==> src/hdl/vtp_pkg.sv <==
package vtp_pkg;

    // ======================================================================
    // Address widths
    // ======================================================================

    // Client addresses are line addresses, so the page offset counts lines
    localparam int LINE_VA_BITS     = 20;
    localparam int PAGE_OFFSET_BITS = 6;
    localparam int VPAGE_BITS       = 14;
    localparam int PPAGE_BITS       = 10;
    localparam int LINE_PA_BITS     = 16;

    // ======================================================================
    // TLB geometry
    // ======================================================================

    localparam int TLB_WAYS     = 2;
    localparam int TLB_SETS     = 16;
    localparam int TLB_IDX_BITS = 4;
    // The TLB tag is the virtual page without its set index bits
    localparam int TLB_TAG_BITS = 10;

    // ======================================================================
    // Hashed page table layout in external memory
    // ======================================================================

    localparam int PT_HASH_BITS = 6;
    localparam int PT_TAG_BITS  = 8;
    // Line indices reach past the hash region into the overflow lines
    localparam int PT_IDX_BITS  = 8;
    localparam int PT_LINE_BITS = 128;
    // An 18-bit entry is stored in three whole bytes
    localparam int PTE_BITS      = 24;
    // Five entries fill bits 119 down to 0 and the next-line pointer sits in 127:120
    localparam int PTES_PER_LINE = 5;
    // The PTE countdown runs from PTES_PER_LINE down to zero
    localparam int PTE_CNT_BITS  = 3;

    typedef logic [LINE_VA_BITS-1:0]     line_va_t;
    typedef logic [LINE_PA_BITS-1:0]     line_pa_t;
    typedef logic [VPAGE_BITS-1:0]       vpage_t;
    typedef logic [PPAGE_BITS-1:0]       ppage_t;
    typedef logic [PAGE_OFFSET_BITS-1:0] page_offset_t;
    typedef logic [TLB_IDX_BITS-1:0]     tlb_idx_t;
    typedef logic [TLB_TAG_BITS-1:0]     tlb_tag_t;
    typedef logic [PT_TAG_BITS-1:0]      pt_tag_t;
    typedef logic [PT_IDX_BITS-1:0]      pt_idx_t;
    typedef logic [PT_LINE_BITS-1:0]     pt_line_t;

    // States of the page table walker
    typedef enum logic [2:0]
    {
        IDLE,
        READ_REQ,
        READ_WAIT,
        SEARCH,
        INSERT,
        BUBBLE
    } walk_state_t;

endpackage

==> src/hdl/vtp_pte_scan.sv <==
module vtp_pte_scan
    import vtp_pkg::*;
(
    input  logic     clk,
    input  logic     reset_n,
    input  logic     load,
    input  pt_line_t line,
    input  logic     step,
    input  logic     start,
    input  pt_tag_t  want_tag,
    output logic     match,
    output ppage_t   match_ppage,
    output logic     null_tag,
    output logic     exhausted,
    output pt_idx_t  next_idx
);

    // Line being searched where the current PTE always sits in the low bits
    pt_line_t line_q;
    // Number of PTEs not yet examined in line_q
    logic [PTE_CNT_BITS-1:0] pte_cnt;
    // Tag of the page being searched for, latched when a walk begins
    pt_tag_t search_tag;
    pt_tag_t cur_tag;

    always_ff @(posedge clk)
    begin
        if (!reset_n)
        begin
            pte_cnt <= '0;
        end
        else if (load)
        begin
            pte_cnt <= PTE_CNT_BITS'(PTES_PER_LINE);
        end
        else if (step)
        begin
            pte_cnt <= pte_cnt - 1'b1;
        end
    end

    always_ff @(posedge clk)
    begin
        if (start)
        begin
            search_tag <= want_tag;
        end

        if (load)
        begin
            line_q <= line;
        end
        else if (step)
        begin
            // Entries are byte aligned so each step drops a whole PTE
            line_q <= line_q >> PTE_BITS;
        end
    end

    // A PTE holds the physical page in its low bits and the tag above it
    assign match_ppage = line_q[PPAGE_BITS-1:0];
    assign cur_tag     = line_q[PPAGE_BITS +: PT_TAG_BITS];

    // After all five shifts the next-line pointer from bits 127:120 is at the bottom
    assign exhausted = (pte_cnt == '0);
    assign next_idx  = line_q[PT_IDX_BITS-1:0];

    assign match    = !exhausted && (cur_tag == search_tag);
    assign null_tag = !exhausted && !match && (cur_tag == '0);

endmodule

==> src/hdl/vtp_tlb.sv <==
module vtp_tlb
    import vtp_pkg::*;
(
    input  logic   clk,
    input  logic   reset_n,
    input  logic   lookup_valid,
    input  vpage_t lookup_vpage,
    input  logic   fill_valid,
    input  vpage_t fill_vpage,
    input  ppage_t fill_ppage,
    output logic   tlb_ready,
    output logic   hit_valid,
    output ppage_t hit_ppage,
    output logic   miss_valid
);

    // ======================================================================
    // Storage
    // ======================================================================

    // A zero tag marks an empty entry
    // Valid pages never have a zero tag because the page table reserves a zero tag
    tlb_tag_t tag_mem  [TLB_WAYS][TLB_SETS];
    ppage_t   page_mem [TLB_WAYS][TLB_SETS];
    // One bit per set picks the way that the next fill replaces
    logic [TLB_SETS-1:0] victim;

    // Clearing counter where the top bit marks the end of the sweep
    logic [TLB_IDX_BITS:0] clr_cnt;
    tlb_idx_t              clr_idx;

    assign tlb_ready = clr_cnt[TLB_IDX_BITS];
    assign clr_idx   = clr_cnt[TLB_IDX_BITS-1:0];

    // Fill address split into set index and tag
    tlb_idx_t fill_idx;
    tlb_tag_t fill_tag;
    logic     fill_way;

    assign fill_idx = fill_vpage[TLB_IDX_BITS-1:0];
    assign fill_tag = fill_vpage[VPAGE_BITS-1:TLB_IDX_BITS];
    assign fill_way = victim[fill_idx];

    // ======================================================================
    // Lookup stage
    // ======================================================================

    // The page to compare is held for one cycle after the lookup strobe
    logic     look_vld;
    vpage_t   look_vpage;
    tlb_idx_t look_idx;
    tlb_tag_t look_tag;
    logic     hit_any;

    assign look_idx = look_vpage[TLB_IDX_BITS-1:0];
    assign look_tag = look_vpage[VPAGE_BITS-1:TLB_IDX_BITS];

    always_ff @(posedge clk)
    begin
        if (!reset_n)
        begin
            clr_cnt  <= '0;
            look_vld <= 1'b0;
        end
        else
        begin
            // Sweep one set per cycle until every set has been cleared
            if (!tlb_ready)
            begin
                clr_cnt <= clr_cnt + 1'b1;
            end
            look_vld <= lookup_valid;
        end
    end

    always_ff @(posedge clk)
    begin
        look_vpage <= lookup_vpage;

        if (!tlb_ready)
        begin
            for (int w = 0; w < TLB_WAYS; w++)
            begin
                tag_mem[w][clr_idx] <= '0;
            end
            victim[clr_idx] <= 1'b0;
        end
        else if (fill_valid)
        begin
            // Replace the victim way and point the set at the other way
            tag_mem[fill_way][fill_idx]  <= fill_tag;
            page_mem[fill_way][fill_idx] <= fill_ppage;
            victim[fill_idx]             <= ~victim[fill_idx];
        end
    end

    // Compare every way of the indexed set against the held tag
    always_comb
    begin
        hit_any   = 1'b0;
        hit_ppage = page_mem[0][look_idx];
        for (int w = 0; w < TLB_WAYS; w++)
        begin
            if (tag_mem[w][look_idx] == look_tag)
            begin
                hit_any   = 1'b1;
                hit_ppage = page_mem[w][look_idx];
            end
        end
    end

    // Exactly one of the two strobes follows each lookup
    assign hit_valid  = look_vld && hit_any;
    assign miss_valid = look_vld && !hit_any;

endmodule

==> src/hdl/vtp_walker.sv <==
module vtp_walker
    import vtp_pkg::*;
(
    input  logic     clk,
    input  logic     reset_n,
    input  logic     cfg_valid,
    input  line_pa_t cfg_base,
    input  logic     miss_valid,
    input  vpage_t   miss_vpage,
    input  logic     pt_rsp_valid,
    input  pt_line_t pt_rsp_data,
    output logic     pt_rd_valid,
    output line_pa_t pt_rd_addr,
    output logic     fill_valid,
    output vpage_t   fill_vpage,
    output ppage_t   fill_ppage,
    output logic     fill_done,
    output logic     walk_error
);

    walk_state_t state;

    // Base of the page table and the line being fetched
    line_pa_t pt_base;
    pt_idx_t  line_idx;
    // Page that missed and is being searched for
    vpage_t   walk_vpage;

    // Scanner control and status
    logic    start;
    logic    load;
    logic    step;
    logic    match;
    ppage_t  match_ppage;
    logic    null_tag;
    logic    exhausted;
    pt_idx_t next_idx;
    pt_tag_t want_tag;
    pt_idx_t hash_idx;

    // Decoded search outcomes
    logic search_fail;
    logic follow_line;

    // The hash selects the first line and the remaining high bits form the tag
    assign hash_idx = pt_idx_t'(miss_vpage[PT_HASH_BITS-1:0]);
    assign want_tag = miss_vpage[VPAGE_BITS-1 -: PT_TAG_BITS];

    assign start = (state == IDLE) && miss_valid;
    assign load  = (state == READ_WAIT) && pt_rsp_valid;
    // Step past a PTE that neither matches nor ends the chain
    assign step  = (state == SEARCH) && !match && !null_tag && !exhausted;

    // A null tag or a zero next-line pointer ends the walk without a translation
    assign search_fail = (state == SEARCH) &&
                         (null_tag || (exhausted && (next_idx == '0)));
    assign follow_line = (state == SEARCH) && exhausted && (next_idx != '0);

    vtp_pte_scan pte_scan (
        .clk         (clk),
        .reset_n     (reset_n),
        .load        (load),
        .line        (pt_rsp_data),
        .step        (step),
        .start       (start),
        .want_tag    (want_tag),
        .match       (match),
        .match_ppage (match_ppage),
        .null_tag    (null_tag),
        .exhausted   (exhausted),
        .next_idx    (next_idx)
    );

    // ======================================================================
    // Walk state machine
    // ======================================================================

    always_ff @(posedge clk)
    begin
        if (!reset_n)
        begin
            state <= IDLE;
        end
        else
        begin
            case (state)
                IDLE:
                begin
                    if (miss_valid)
                    begin
                        state <= READ_REQ;
                    end
                end
                // The read strobe lasts exactly one cycle
                READ_REQ:
                begin
                    state <= READ_WAIT;
                end
                // Memory may take any number of cycles to answer
                READ_WAIT:
                begin
                    if (pt_rsp_valid)
                    begin
                        state <= SEARCH;
                    end
                end
                SEARCH:
                begin
                    if (match)
                    begin
                        state <= INSERT;
                    end
                    else if (search_fail)
                    begin
                        state <= IDLE;
                    end
                    else if (follow_line)
                    begin
                        state <= READ_REQ;
                    end
                end
                INSERT:
                begin
                    state <= BUBBLE;
                end
                // Gives the TLB write a cycle to settle before the retry
                BUBBLE:
                begin
                    state <= IDLE;
                end
                default:
                begin
                    state <= IDLE;
                end
            endcase
        end
    end

    // Walk context and the base register
    always_ff @(posedge clk)
    begin
        if (cfg_valid)
        begin
            pt_base <= cfg_base;
        end

        if (start)
        begin
            walk_vpage <= miss_vpage;
            line_idx   <= hash_idx;
        end
        else if (follow_line)
        begin
            line_idx <= next_idx;
        end
    end

    assign pt_rd_valid = (state == READ_REQ);
    assign pt_rd_addr  = pt_base + line_pa_t'(line_idx);

    // The scanner holds the matched entry through INSERT since no step occurs
    assign fill_valid = (state == INSERT);
    assign fill_vpage = walk_vpage;
    assign fill_ppage = match_ppage;
    assign fill_done  = (state == BUBBLE);
    assign walk_error = search_fail;

endmodule

==> src/hdl/vtp_request_path.sv <==
module vtp_request_path
    import vtp_pkg::*;
(
    input  logic     clk,
    input  logic     reset_n,
    input  logic     req_valid,
    input  line_va_t req_addr,
    input  logic     req_is_virtual,
    input  logic     tlb_ready,
    input  logic     hit_valid,
    input  ppage_t   hit_ppage,
    input  logic     miss_valid,
    input  logic     fill_done,
    input  logic     walk_error,
    output logic     idle,
    output logic     lookup_valid,
    output vpage_t   lookup_vpage,
    output vpage_t   miss_vpage,
    output logic     rsp_valid,
    output line_pa_t rsp_addr,
    output logic     rsp_error
);

    // One request in flight from acceptance until the cycle after its response
    logic         busy;
    // Set from a TLB miss until the walker ends with a fill or an error
    logic         walk_pend;
    // Lookup strobe for the TLB, raised for the first try and for the retry
    logic         lookup_pend;
    // Virtual address of the request in flight
    line_va_t     cur_addr;
    page_offset_t cur_offset;
    logic         accept;

    // New requests are taken only once the TLB is cleared and nothing is in flight
    assign idle   = tlb_ready && !busy;
    assign accept = req_valid && idle;

    // Split the held line address into its virtual page and line offset
    assign lookup_vpage = cur_addr[LINE_VA_BITS-1:PAGE_OFFSET_BITS];
    assign cur_offset   = cur_addr[PAGE_OFFSET_BITS-1:0];
    assign lookup_valid = lookup_pend;

    // The walker searches for the page that just missed
    assign miss_vpage = lookup_vpage;

    // ======================================================================
    // Control flags
    // ======================================================================

    always_ff @(posedge clk)
    begin
        if (!reset_n)
        begin
            busy        <= 1'b0;
            walk_pend   <= 1'b0;
            lookup_pend <= 1'b0;
            rsp_valid   <= 1'b0;
        end
        else
        begin
            lookup_pend <= 1'b0;
            rsp_valid   <= 1'b0;

            // The response cycle frees the path for the next request
            if (rsp_valid)
            begin
                busy <= 1'b0;
            end

            if (accept)
            begin
                busy <= 1'b1;
                // Physical requests answer in the very next cycle
                rsp_valid   <= !req_is_virtual;
                lookup_pend <= req_is_virtual;
            end

            // The walker owns the request from the miss until it reports back
            if (busy && miss_valid)
            begin
                walk_pend <= 1'b1;
            end

            // A finished fill retries the lookup, which now hits
            if (walk_pend && fill_done)
            begin
                walk_pend   <= 1'b0;
                lookup_pend <= 1'b1;
            end

            if (walk_pend && walk_error)
            begin
                walk_pend <= 1'b0;
                rsp_valid <= 1'b1;
            end

            if (busy && hit_valid)
            begin
                rsp_valid <= 1'b1;
            end
        end
    end

    // ======================================================================
    // Request and response payload
    // ======================================================================

    always_ff @(posedge clk)
    begin
        if (accept)
        begin
            cur_addr  <= req_addr;
            rsp_addr  <= req_addr[LINE_PA_BITS-1:0];
            rsp_error <= 1'b0;
        end
        else if (hit_valid)
        begin
            // The line offset within the page is the same in both spaces
            rsp_addr  <= {hit_ppage, cur_offset};
            rsp_error <= 1'b0;
        end
        else if (walk_error)
        begin
            rsp_addr  <= '0;
            rsp_error <= 1'b1;
        end
    end

endmodule

==> src/hdl/vtp_top.sv <==
module vtp_top
    import vtp_pkg::*;
(
    input  logic     clk,
    input  logic     reset_n,

    // Client request and response
    input  logic     req_valid,
    input  line_va_t req_addr,
    input  logic     req_is_virtual,
    output logic     idle,
    output logic     rsp_valid,
    output line_pa_t rsp_addr,
    output logic     rsp_error,

    // Page table base load
    input  logic     cfg_valid,
    input  line_pa_t cfg_base,

    // Page table line reads toward external memory
    output logic     pt_rd_valid,
    output line_pa_t pt_rd_addr,
    input  logic     pt_rsp_valid,
    input  pt_line_t pt_rsp_data
);

    // Lookup channel between the request path and the TLB
    logic   tlb_ready;
    logic   lookup_valid;
    vpage_t lookup_vpage;
    logic   hit_valid;
    ppage_t hit_ppage;
    logic   miss_valid;

    // Miss and fill channels around the walker
    vpage_t miss_vpage;
    logic   fill_valid;
    vpage_t fill_vpage;
    ppage_t fill_ppage;
    logic   fill_done;
    logic   walk_error;

    vtp_request_path request_path (
        .clk            (clk),
        .reset_n        (reset_n),
        .req_valid      (req_valid),
        .req_addr       (req_addr),
        .req_is_virtual (req_is_virtual),
        .tlb_ready      (tlb_ready),
        .hit_valid      (hit_valid),
        .hit_ppage      (hit_ppage),
        .miss_valid     (miss_valid),
        .fill_done      (fill_done),
        .walk_error     (walk_error),
        .idle           (idle),
        .lookup_valid   (lookup_valid),
        .lookup_vpage   (lookup_vpage),
        .miss_vpage     (miss_vpage),
        .rsp_valid      (rsp_valid),
        .rsp_addr       (rsp_addr),
        .rsp_error      (rsp_error)
    );

    vtp_tlb tlb (
        .clk          (clk),
        .reset_n      (reset_n),
        .lookup_valid (lookup_valid),
        .lookup_vpage (lookup_vpage),
        .fill_valid   (fill_valid),
        .fill_vpage   (fill_vpage),
        .fill_ppage   (fill_ppage),
        .tlb_ready    (tlb_ready),
        .hit_valid    (hit_valid),
        .hit_ppage    (hit_ppage),
        .miss_valid   (miss_valid)
    );

    // The TLB miss strobe goes straight to the walker
    vtp_walker walker (
        .clk          (clk),
        .reset_n      (reset_n),
        .cfg_valid    (cfg_valid),
        .cfg_base     (cfg_base),
        .miss_valid   (miss_valid),
        .miss_vpage   (miss_vpage),
        .pt_rsp_valid (pt_rsp_valid),
        .pt_rsp_data  (pt_rsp_data),
        .pt_rd_valid  (pt_rd_valid),
        .pt_rd_addr   (pt_rd_addr),
        .fill_valid   (fill_valid),
        .fill_vpage   (fill_vpage),
        .fill_ppage   (fill_ppage),
        .fill_done    (fill_done),
        .walk_error   (walk_error)
    );

endmodule

==> config.mk <==
export PLATFORM = sky130hd
export DESIGN_NAME = vtp_top
export DESIGN_NICKNAME = d
export VERILOG_FILES = /design/src/hdl/vtp_pkg.sv /design/src/hdl/vtp_pte_scan.sv /design/src/hdl/vtp_tlb.sv /design/src/hdl/vtp_walker.sv /design/src/hdl/vtp_request_path.sv /design/src/hdl/vtp_top.sv
export SDC_FILE = /design/constraint.sdc
export NUM_CORES = 1
export LEC_CHECK = 0
export ABC_AREA = 1
export BUFFER_PORTS_ARGS = -buffer_cell sky130_fd_sc_hd__buf_2
export CORE_MARGIN = 8
export CORE_UTILIZATION = 63
export DETAILED_ROUTE_END_ITERATION = 12
export PLACE_DENSITY = 0.82
export SKIP_CTS_REPAIR_TIMING = 1
export SYNTH_ARGS = -nofsm -noshare
export SYNTH_HDL_FRONTEND = slang
export SYNTH_SLANG_ARGS = --single-unit
==> constraint.sdc <==
create_clock -name clk -period 10.2 [get_ports clk]
set_clock_uncertainty 0.1 [all_clocks]
set_input_delay 1.02 -clock clk [delete_from_list [all_inputs] [get_ports clk]]
set_output_delay 1.02 -clock clk [all_outputs]
set_load 0.03 [all_outputs]
Word level (Yosys, flattened, before mapping)

Memory sizes are Yosys's and may differ from the RTL's.
Cells that the tools add are included.

Add/sub/neg operators: 3
Magnitude comparators: 9
Equal/unequal tests: 12
Multiplexer cells: 58
Bitwise gates (word level): 7
Reduce and logical (&&, ||, !) cells: 45

Operators with widths:

| kind               | number |
|---|---|
| $mux 160           | 4 |
| $mux 128           | 2 |
| $bmux 10 s4        | 4 |
| $reduce_or 160->1  | 1 |
| $mux 10            | 11 |
| $demux 10 s4       | 2 |
| $mux 16            | 5 |
| $logic_and 1x1->1  | 24 |
| $mux 3             | 7 |
| $eq 10x10->1       | 2 |
| $add 16x8->16      | 1 |
| $and 16x16->16     | 1 |
| $bwmux 16          | 1 |
| $logic_not 8->1    | 2 |
| $not 16->16        | 1 |
| $ge 5x5->1 const B | 3 |
| $mux 1             | 15 |
| $not 4->5          | 3 |
| $pmux 3 s5         | 1 |
| $mux 6             | 2 |
| $lt 4x5->1 const B | 2 |
| $lt 5x1->1 const B | 2 |
| $demux 1 s4        | 2 |
| $eq 8x8->1         | 1 |
| 20 further kinds   | 35 |

Flip-flop bits (word level): 257
Bits in writable memories: 640
Input port bits: 170
Output and inout port bits: 36
Logic and storage cells: 157
Memories: 2

Memories:

| name         | depth | width | read ports | clocked after Yosys merged registers in | wr ports | line          | RTL |
|---|---|---|---|---|---|---|---|
| tlb.page_mem | 2     | 160   | 2          | 0                                       | 1        | vtp_tlb.sv:24 | `ppage_t page_mem [TLB_WAYS][TLB_SETS];` |
| tlb.tag_mem  | 2     | 160   | 2          | 0                                       | 2        | vtp_tlb.sv:23 | `tlb_tag_t tag_mem [TLB_WAYS][TLB_SETS];` |

Depth between registers and ports, before layout

Depth in word-level cells: 11
Gate-level depth with buffers: 21
Depth with buffers taken out: 18

Cells and area by module

Synthesis repeated with hierarchy kept, for this count alone.

Cell total of the unflattened synthesis: 3,742
Area total of the unflattened synthesis: 38,798.5 um^2

By module, submodules not included:

| module           | times used | cells an instance | area an instance (um^2) | seq. area each (um^2) |
|---|---|---|---|---|
| vtp_tlb          | 1          | 2,845             | 29,968.7                | 20,099.3 |
| vtp_pte_scan     | 1          | 516               | 4,951.0                 | 3,243.1 |
| vtp_walker       | 1          | 235               | 2,129.5                 | 1,181.1 |
| vtp_request_path | 1          | 146               | 1,749.2                 | 1,181.1 |

Worst setup path before layout

OpenSTA, ideal clock, no wires.

Path type: in2reg
Start: in pt_rsp_valid
End: reg walker.pte_scan.line_q[0] (enable)
Setup time: 0.460 ns
Arrival: 3.938 ns
Data required time: 9.640 ns
Setup slack: 5.702 ns
Stages on the path: 6
Buffers on the path: 2
Path through: inv_1 -> nor2_1 -> inv_1 -> clkbuf_1 -> clkbuf_1 -> nand2_1

Longest elaborated chain between the ends: 2

RTL lines:

| item                        | line               | RTL |
|---|---|---|
| start: declaration          | vtp_top.sv:23      | `input logic pt_rsp_valid,` |
| $logic_and 1x1->1           | vtp_walker.sv:50   | `assign load = (state == READ_WAIT) && pt_rsp_valid;` |
| $reduce_bool 2->1 (no line) | -                  |  |
| end signal: assignment      | vtp_pte_scan.sv:51 | `line_q <= line;` |
| end signal: assignment      | vtp_pte_scan.sv:56 | `line_q <= line_q >> PTE_BITS;` |
| end: declaration            | vtp_pte_scan.sv:19 | `pt_line_t line_q;` |

Every way passes these cells.
A chain may end at the register's enable or synchronous reset.

Worst setup path in the final report

Start: reg tlb.look_vpage[0]
End: reg request_path.rsp_addr[11] (enable)

Longest elaborated chain between the ends: 9
Elaborated cells on any way between the ends: 13
Those cells by class: 2 x eq/ne; 8 x mux; 1 x bitwise; 2 x reduce/logical

RTL lines:

| item                                       | line                    | RTL |
|---|---|---|
| start: declaration                         | vtp_tlb.sv:50           | `vpage_t look_vpage;` |
| start signal: assignment                   | vtp_tlb.sv:78           | `look_vpage <= lookup_vpage;` |
| $not 4->5 (implied by the code) (*)        | vtp_tlb.sv:104          | `if (tag_mem[w][look_idx] == look_tag)` |
| $bmux 10 s4                                | vtp_tlb.sv:104          |  |
| $mux 10 (implied by the code) (2 in a row) | vtp_tlb.sv:104          |  |
| $eq 10x10->1                               | vtp_tlb.sv:104          |  |
| $mux 1                                     | vtp_tlb.sv:104          |  |
| $mux 1 (*)                                 | vtp_tlb.sv:104          |  |
| $logic_and 1x1->1 (*)                      | vtp_tlb.sv:113          | `assign hit_valid = look_vld && hit_any;` |
| $reduce_bool 3->1 (no line) (*)            | -                       |  |
| end signal: assignment                     | vtp_request_path.sv:114 | `rsp_addr <= req_addr[LINE_PA_BITS-1:0];` |
| end signal: assignment                     | vtp_request_path.sv:120 | `rsp_addr <= {hit_ppage, cur_offset};` |
| end: declaration                           | vtp_request_path.sv:20  | `output line_pa_t rsp_addr,` |

Every way passes the cells marked *; elsewhere a longest branch is shown, timed or not. The select of a mux whose other input is x is not followed.

==> results.ini <==
[synth]
synth_ff_type = edfxtp_1
synth.cell_area_mm2 = 0.0375
synthCells = 3567
synth-seq-cells = 859
synth.avg_cell_area_um2 = 10.5
ys_types = 56
synthesis.nets = 3752
synth_edf_count = 826
synth.yosys.seq_area_share = 0.679
synthArstFlopShare = 0
yosys_warnings = 0

[clock_tree]
cts_root_buf = clkbuf_16
cts_tree = done
cts_buffers = 84
cts_sinks = 859
cts_buffer_depth = 3
clkLatencyLatePin_ns = 0.67
cts.clk_slew.worst_paths_ns = 0.06
htree_levels = 3

[global_routing]
gr-usage-met3 = 0.0712
grt_pass1_vias = 26221
grt_use_met2 = 0.458
use_met1 = 0.345
busiest_layer = met2
antenna_found_initial = 4
grt_pass1_wl_um = 146000
track_usage = 0.282
grt_max_degree = 150
gr-total-overflow = 0

[floorplanning]
die_w_um = 260
start_util = 0.637
rows = 89
die_area_mm2 = 0.0676
ioPinCount = 206
coreArea_mm2 = 0.0589
die-height_um = 260

[sta]
setup_viol = 0
maxSlewViolCount = 0
grt_setup_unrepaired = false
finalHoldViolations = 0
max_freq_ghz = 0.189
slew_headroom = 0.187
fin_crit_ns = 5.29
tightest_slew_ns = 1.22
fin_crit_sh = 0.518
setup-tns-final_ns = 0

[worst_hold_path]
hold_class = flip-flop to flip-flop
hold_path_depth = 0
min_to = tlb.look_vpage[12]
min_from = request_path.cur_addr[18]

[worst_setup_path]
max_stage_delay_ns = 0.90
cp_top_family = simple AND/OR/NAND/NOR gates
crit_fanout = 124
cpMostUsedCell = nand2_1
crit_chain = inv_8, buf_4, nand2_1, nand2_1, nand2_1, nand3_1, nand3_1, nand2_1, nand2_1, nand2_1, nand2_1, nor2_1, nand3_2, nand2_2, nand2_4, nand3_1
reg2reg_setup_slack_ns = 4.91
ff2ff_path_depth = 16
r2r-start = tlb.look_vpage[0]
path_class = flip-flop to flip-flop
worstSetupEndpointType = flip-flop
timing.rr.end = request_path.rsp_addr[11]
required_ns = 10.38
critical_path_arrival_ns = 5.47
crit_buf_inv = 2
critPathLaunchType = flip-flop
crit_path_top_delay_cell = buf_4

[placement]
dp_hpwl_um = 59400
place.port_buffers = 175
routabilityCongestion = 0.981

[layout]
fin_nets = 3841
drive_above_1_share = 0.110
syn_to_final_growth_pct = 10.9

[power]
powerDensity_mw_per_mm2 = 173
vdd_drop_max_uv = 154
p_total_mw = 7.21
p_leak_nw = 16.2

[drt]
routed_wl_um = 97700
viasPerCell = 5.99
drtIter0Drc = 3505
wl_per_cell_um = 21.7
drc_errors = 0
detail-route-antenna-nets = 0
vias = 26965
dr.pass1.iters = 6

[run]
drv_cap = 0

[outcome]
status = finished, final reports clean

==> cells in the mapped netlist (7+ instances only) <==
| cell type | count | area share |
|---|---|---|
| buf_4 | 21 | 0.0042 |
| nor3_1 | 24 | 0.0032 |
| nand3_1 | 216 | 0.029 |
| buf_6 | 10 | 0.0030 |
| inv_2 | 14 | 0.0014 |
| dfxtp_1 | 33 | 0.018 |
| a21oi_1 | 166 | 0.022 |
| inv_1 | 243 | 0.024 |
| buf_1 | 10 | 0.0010 |
| o22ai_1 | 11 | 0.0018 |
| ha_1 | 14 | 0.0047 |
| nand2_1 | 935 | 0.094 |
| o21ai_1 | 34 | 0.0045 |
| a221oi_1 | 57 | 0.013 |
| o21ai_0 | 94 | 0.013 |
| o211ai_1 | 24 | 0.0048 |
| buf_2 | 80 | 0.011 |
| xor2_1 | 9 | 0.0021 |
| clkbuf_1 | 106 | 0.011 |
| o32ai_1 | 8 | 0.0019 |
| nand4_1 | 7 | 0.0012 |
| nor2_1 | 555 | 0.056 |
| edfxtp_1 | 826 | 0.66 |
==> cell usage in the layout, fill, tap and decap left out, drive strengths merged, types with 36 or more instances in the layout <==
cell type,synthesis,layout
o21ai,128,128
buf,122,231
nand2,937,937
a21oi,167,167
clkinv,6,36
nand3,219,219
a221oi,57,57
inv,258,263
clkbuf,106,105
nor2,558,558
edfxtp,826,826
==> worst max-delay path by stage <==
stage | startpoint | endpoint | slack (ns) | cells after the start
6_report | tlb.look_vpage[0] | request_path.rsp_addr[11] | 4.91 | 16
5_1_grt | tlb.look_vpage[0] | request_path.rsp_addr[9] | 4.61 | 16
4_1_cts | tlb.look_vpage[0] | request_path.rsp_addr[6] | 4.98 | 16
3_5_place_dp | tlb.look_vpage[0] | request_path.rsp_addr[6] | 5.01 | 16
3_3_place_gp | tlb.look_vpage[0] | request_path.rsp_addr[6] | 5.02 | 16
2_1_floorplan | pt_rsp_valid | walker.pte_scan.line_q[0] | 5.70 | 6
==> per-stage QoR <==
step                std cells  setup WS [ns]  utilization  area, um2  hold slack, ns
detailed placement       4343           5.01        0.658      38700           0.256
CTS                      4499           4.98        0.706      41600           0.273
global route             4500           4.61        0.706      41600           0.297
global placement         4343           5.02        0.658      38700           0.252
floorplan                3567           5.70            -      37500           0.243
finish                   4502           4.91        0.706      41600           0.279
==> registers in the layout (all words and copies together) (netlist names), 3 cells and up <==
| register | flops |
|---|---|
| walker.pte_scan.line_q | 98 |
| walker.pte_scan.search_tag | 8 |
| request_path.rsp_addr | 16 |
| walker.pt_base | 16 |
| walker.state | 3 |
| tlb.victim | 16 |
| walker.pte_scan.pte_cnt | 3 |
| request_path.cur_addr | 20 |
| tlb.look_vpage | 14 |
| walker.line_idx | 8 |
| tlb.clr_cnt | 5 |
| tlb.page_mem | 320 |
| walker.fill_vpage | 6 |
| tlb.tag_mem | 320 |
==> power breakdown <==
group          total [mW]  leakage (nW)  switching [mW]  internal, mW
Sequential           3.87          7.86          0.0141          3.86
Clock                3.19          1.38            1.35          1.85
Combinational       0.137          7.00          0.0896        0.0478
Total                7.21          16.2            1.45          5.75
==> routing by layer <==
layer  wire (um)  share of wire
met5          13        0.00013
met4        5460          0.056
met3       11000           0.11
met2       46900           0.48
met1       34300           0.35
==> worst reg2reg max path: cells and delay by family (launching register included) <==
family,cells,cell delay (ns)
simple gates,14,2.76
flops,1,0.53
buf+inv,2,1.51
==> logic make-up after synthesis <==
logic type / Yosys count / synth area share
xor+xnor: 14 / 0.00327
fa+ha+maj: 15 / 0.00520
compound gates: 422 / 0.0676
flops: 859 / 0.679
buf+inv: 492 / 0.0565
simple gates: 1765 / 0.189
==> layout make-up <==
cell class,count,area (um2)
fillers,3787,17300
diodes,3,7.51
flip-flops and latches,859,25500
repair buffers,231,1310
inverters,264,1010
clock buffers,105,2260
clock inverters,51,596
multi-input cells,2216,9980
well taps,773,967
No activity file was read; power rests on OpenSTA's default activity.
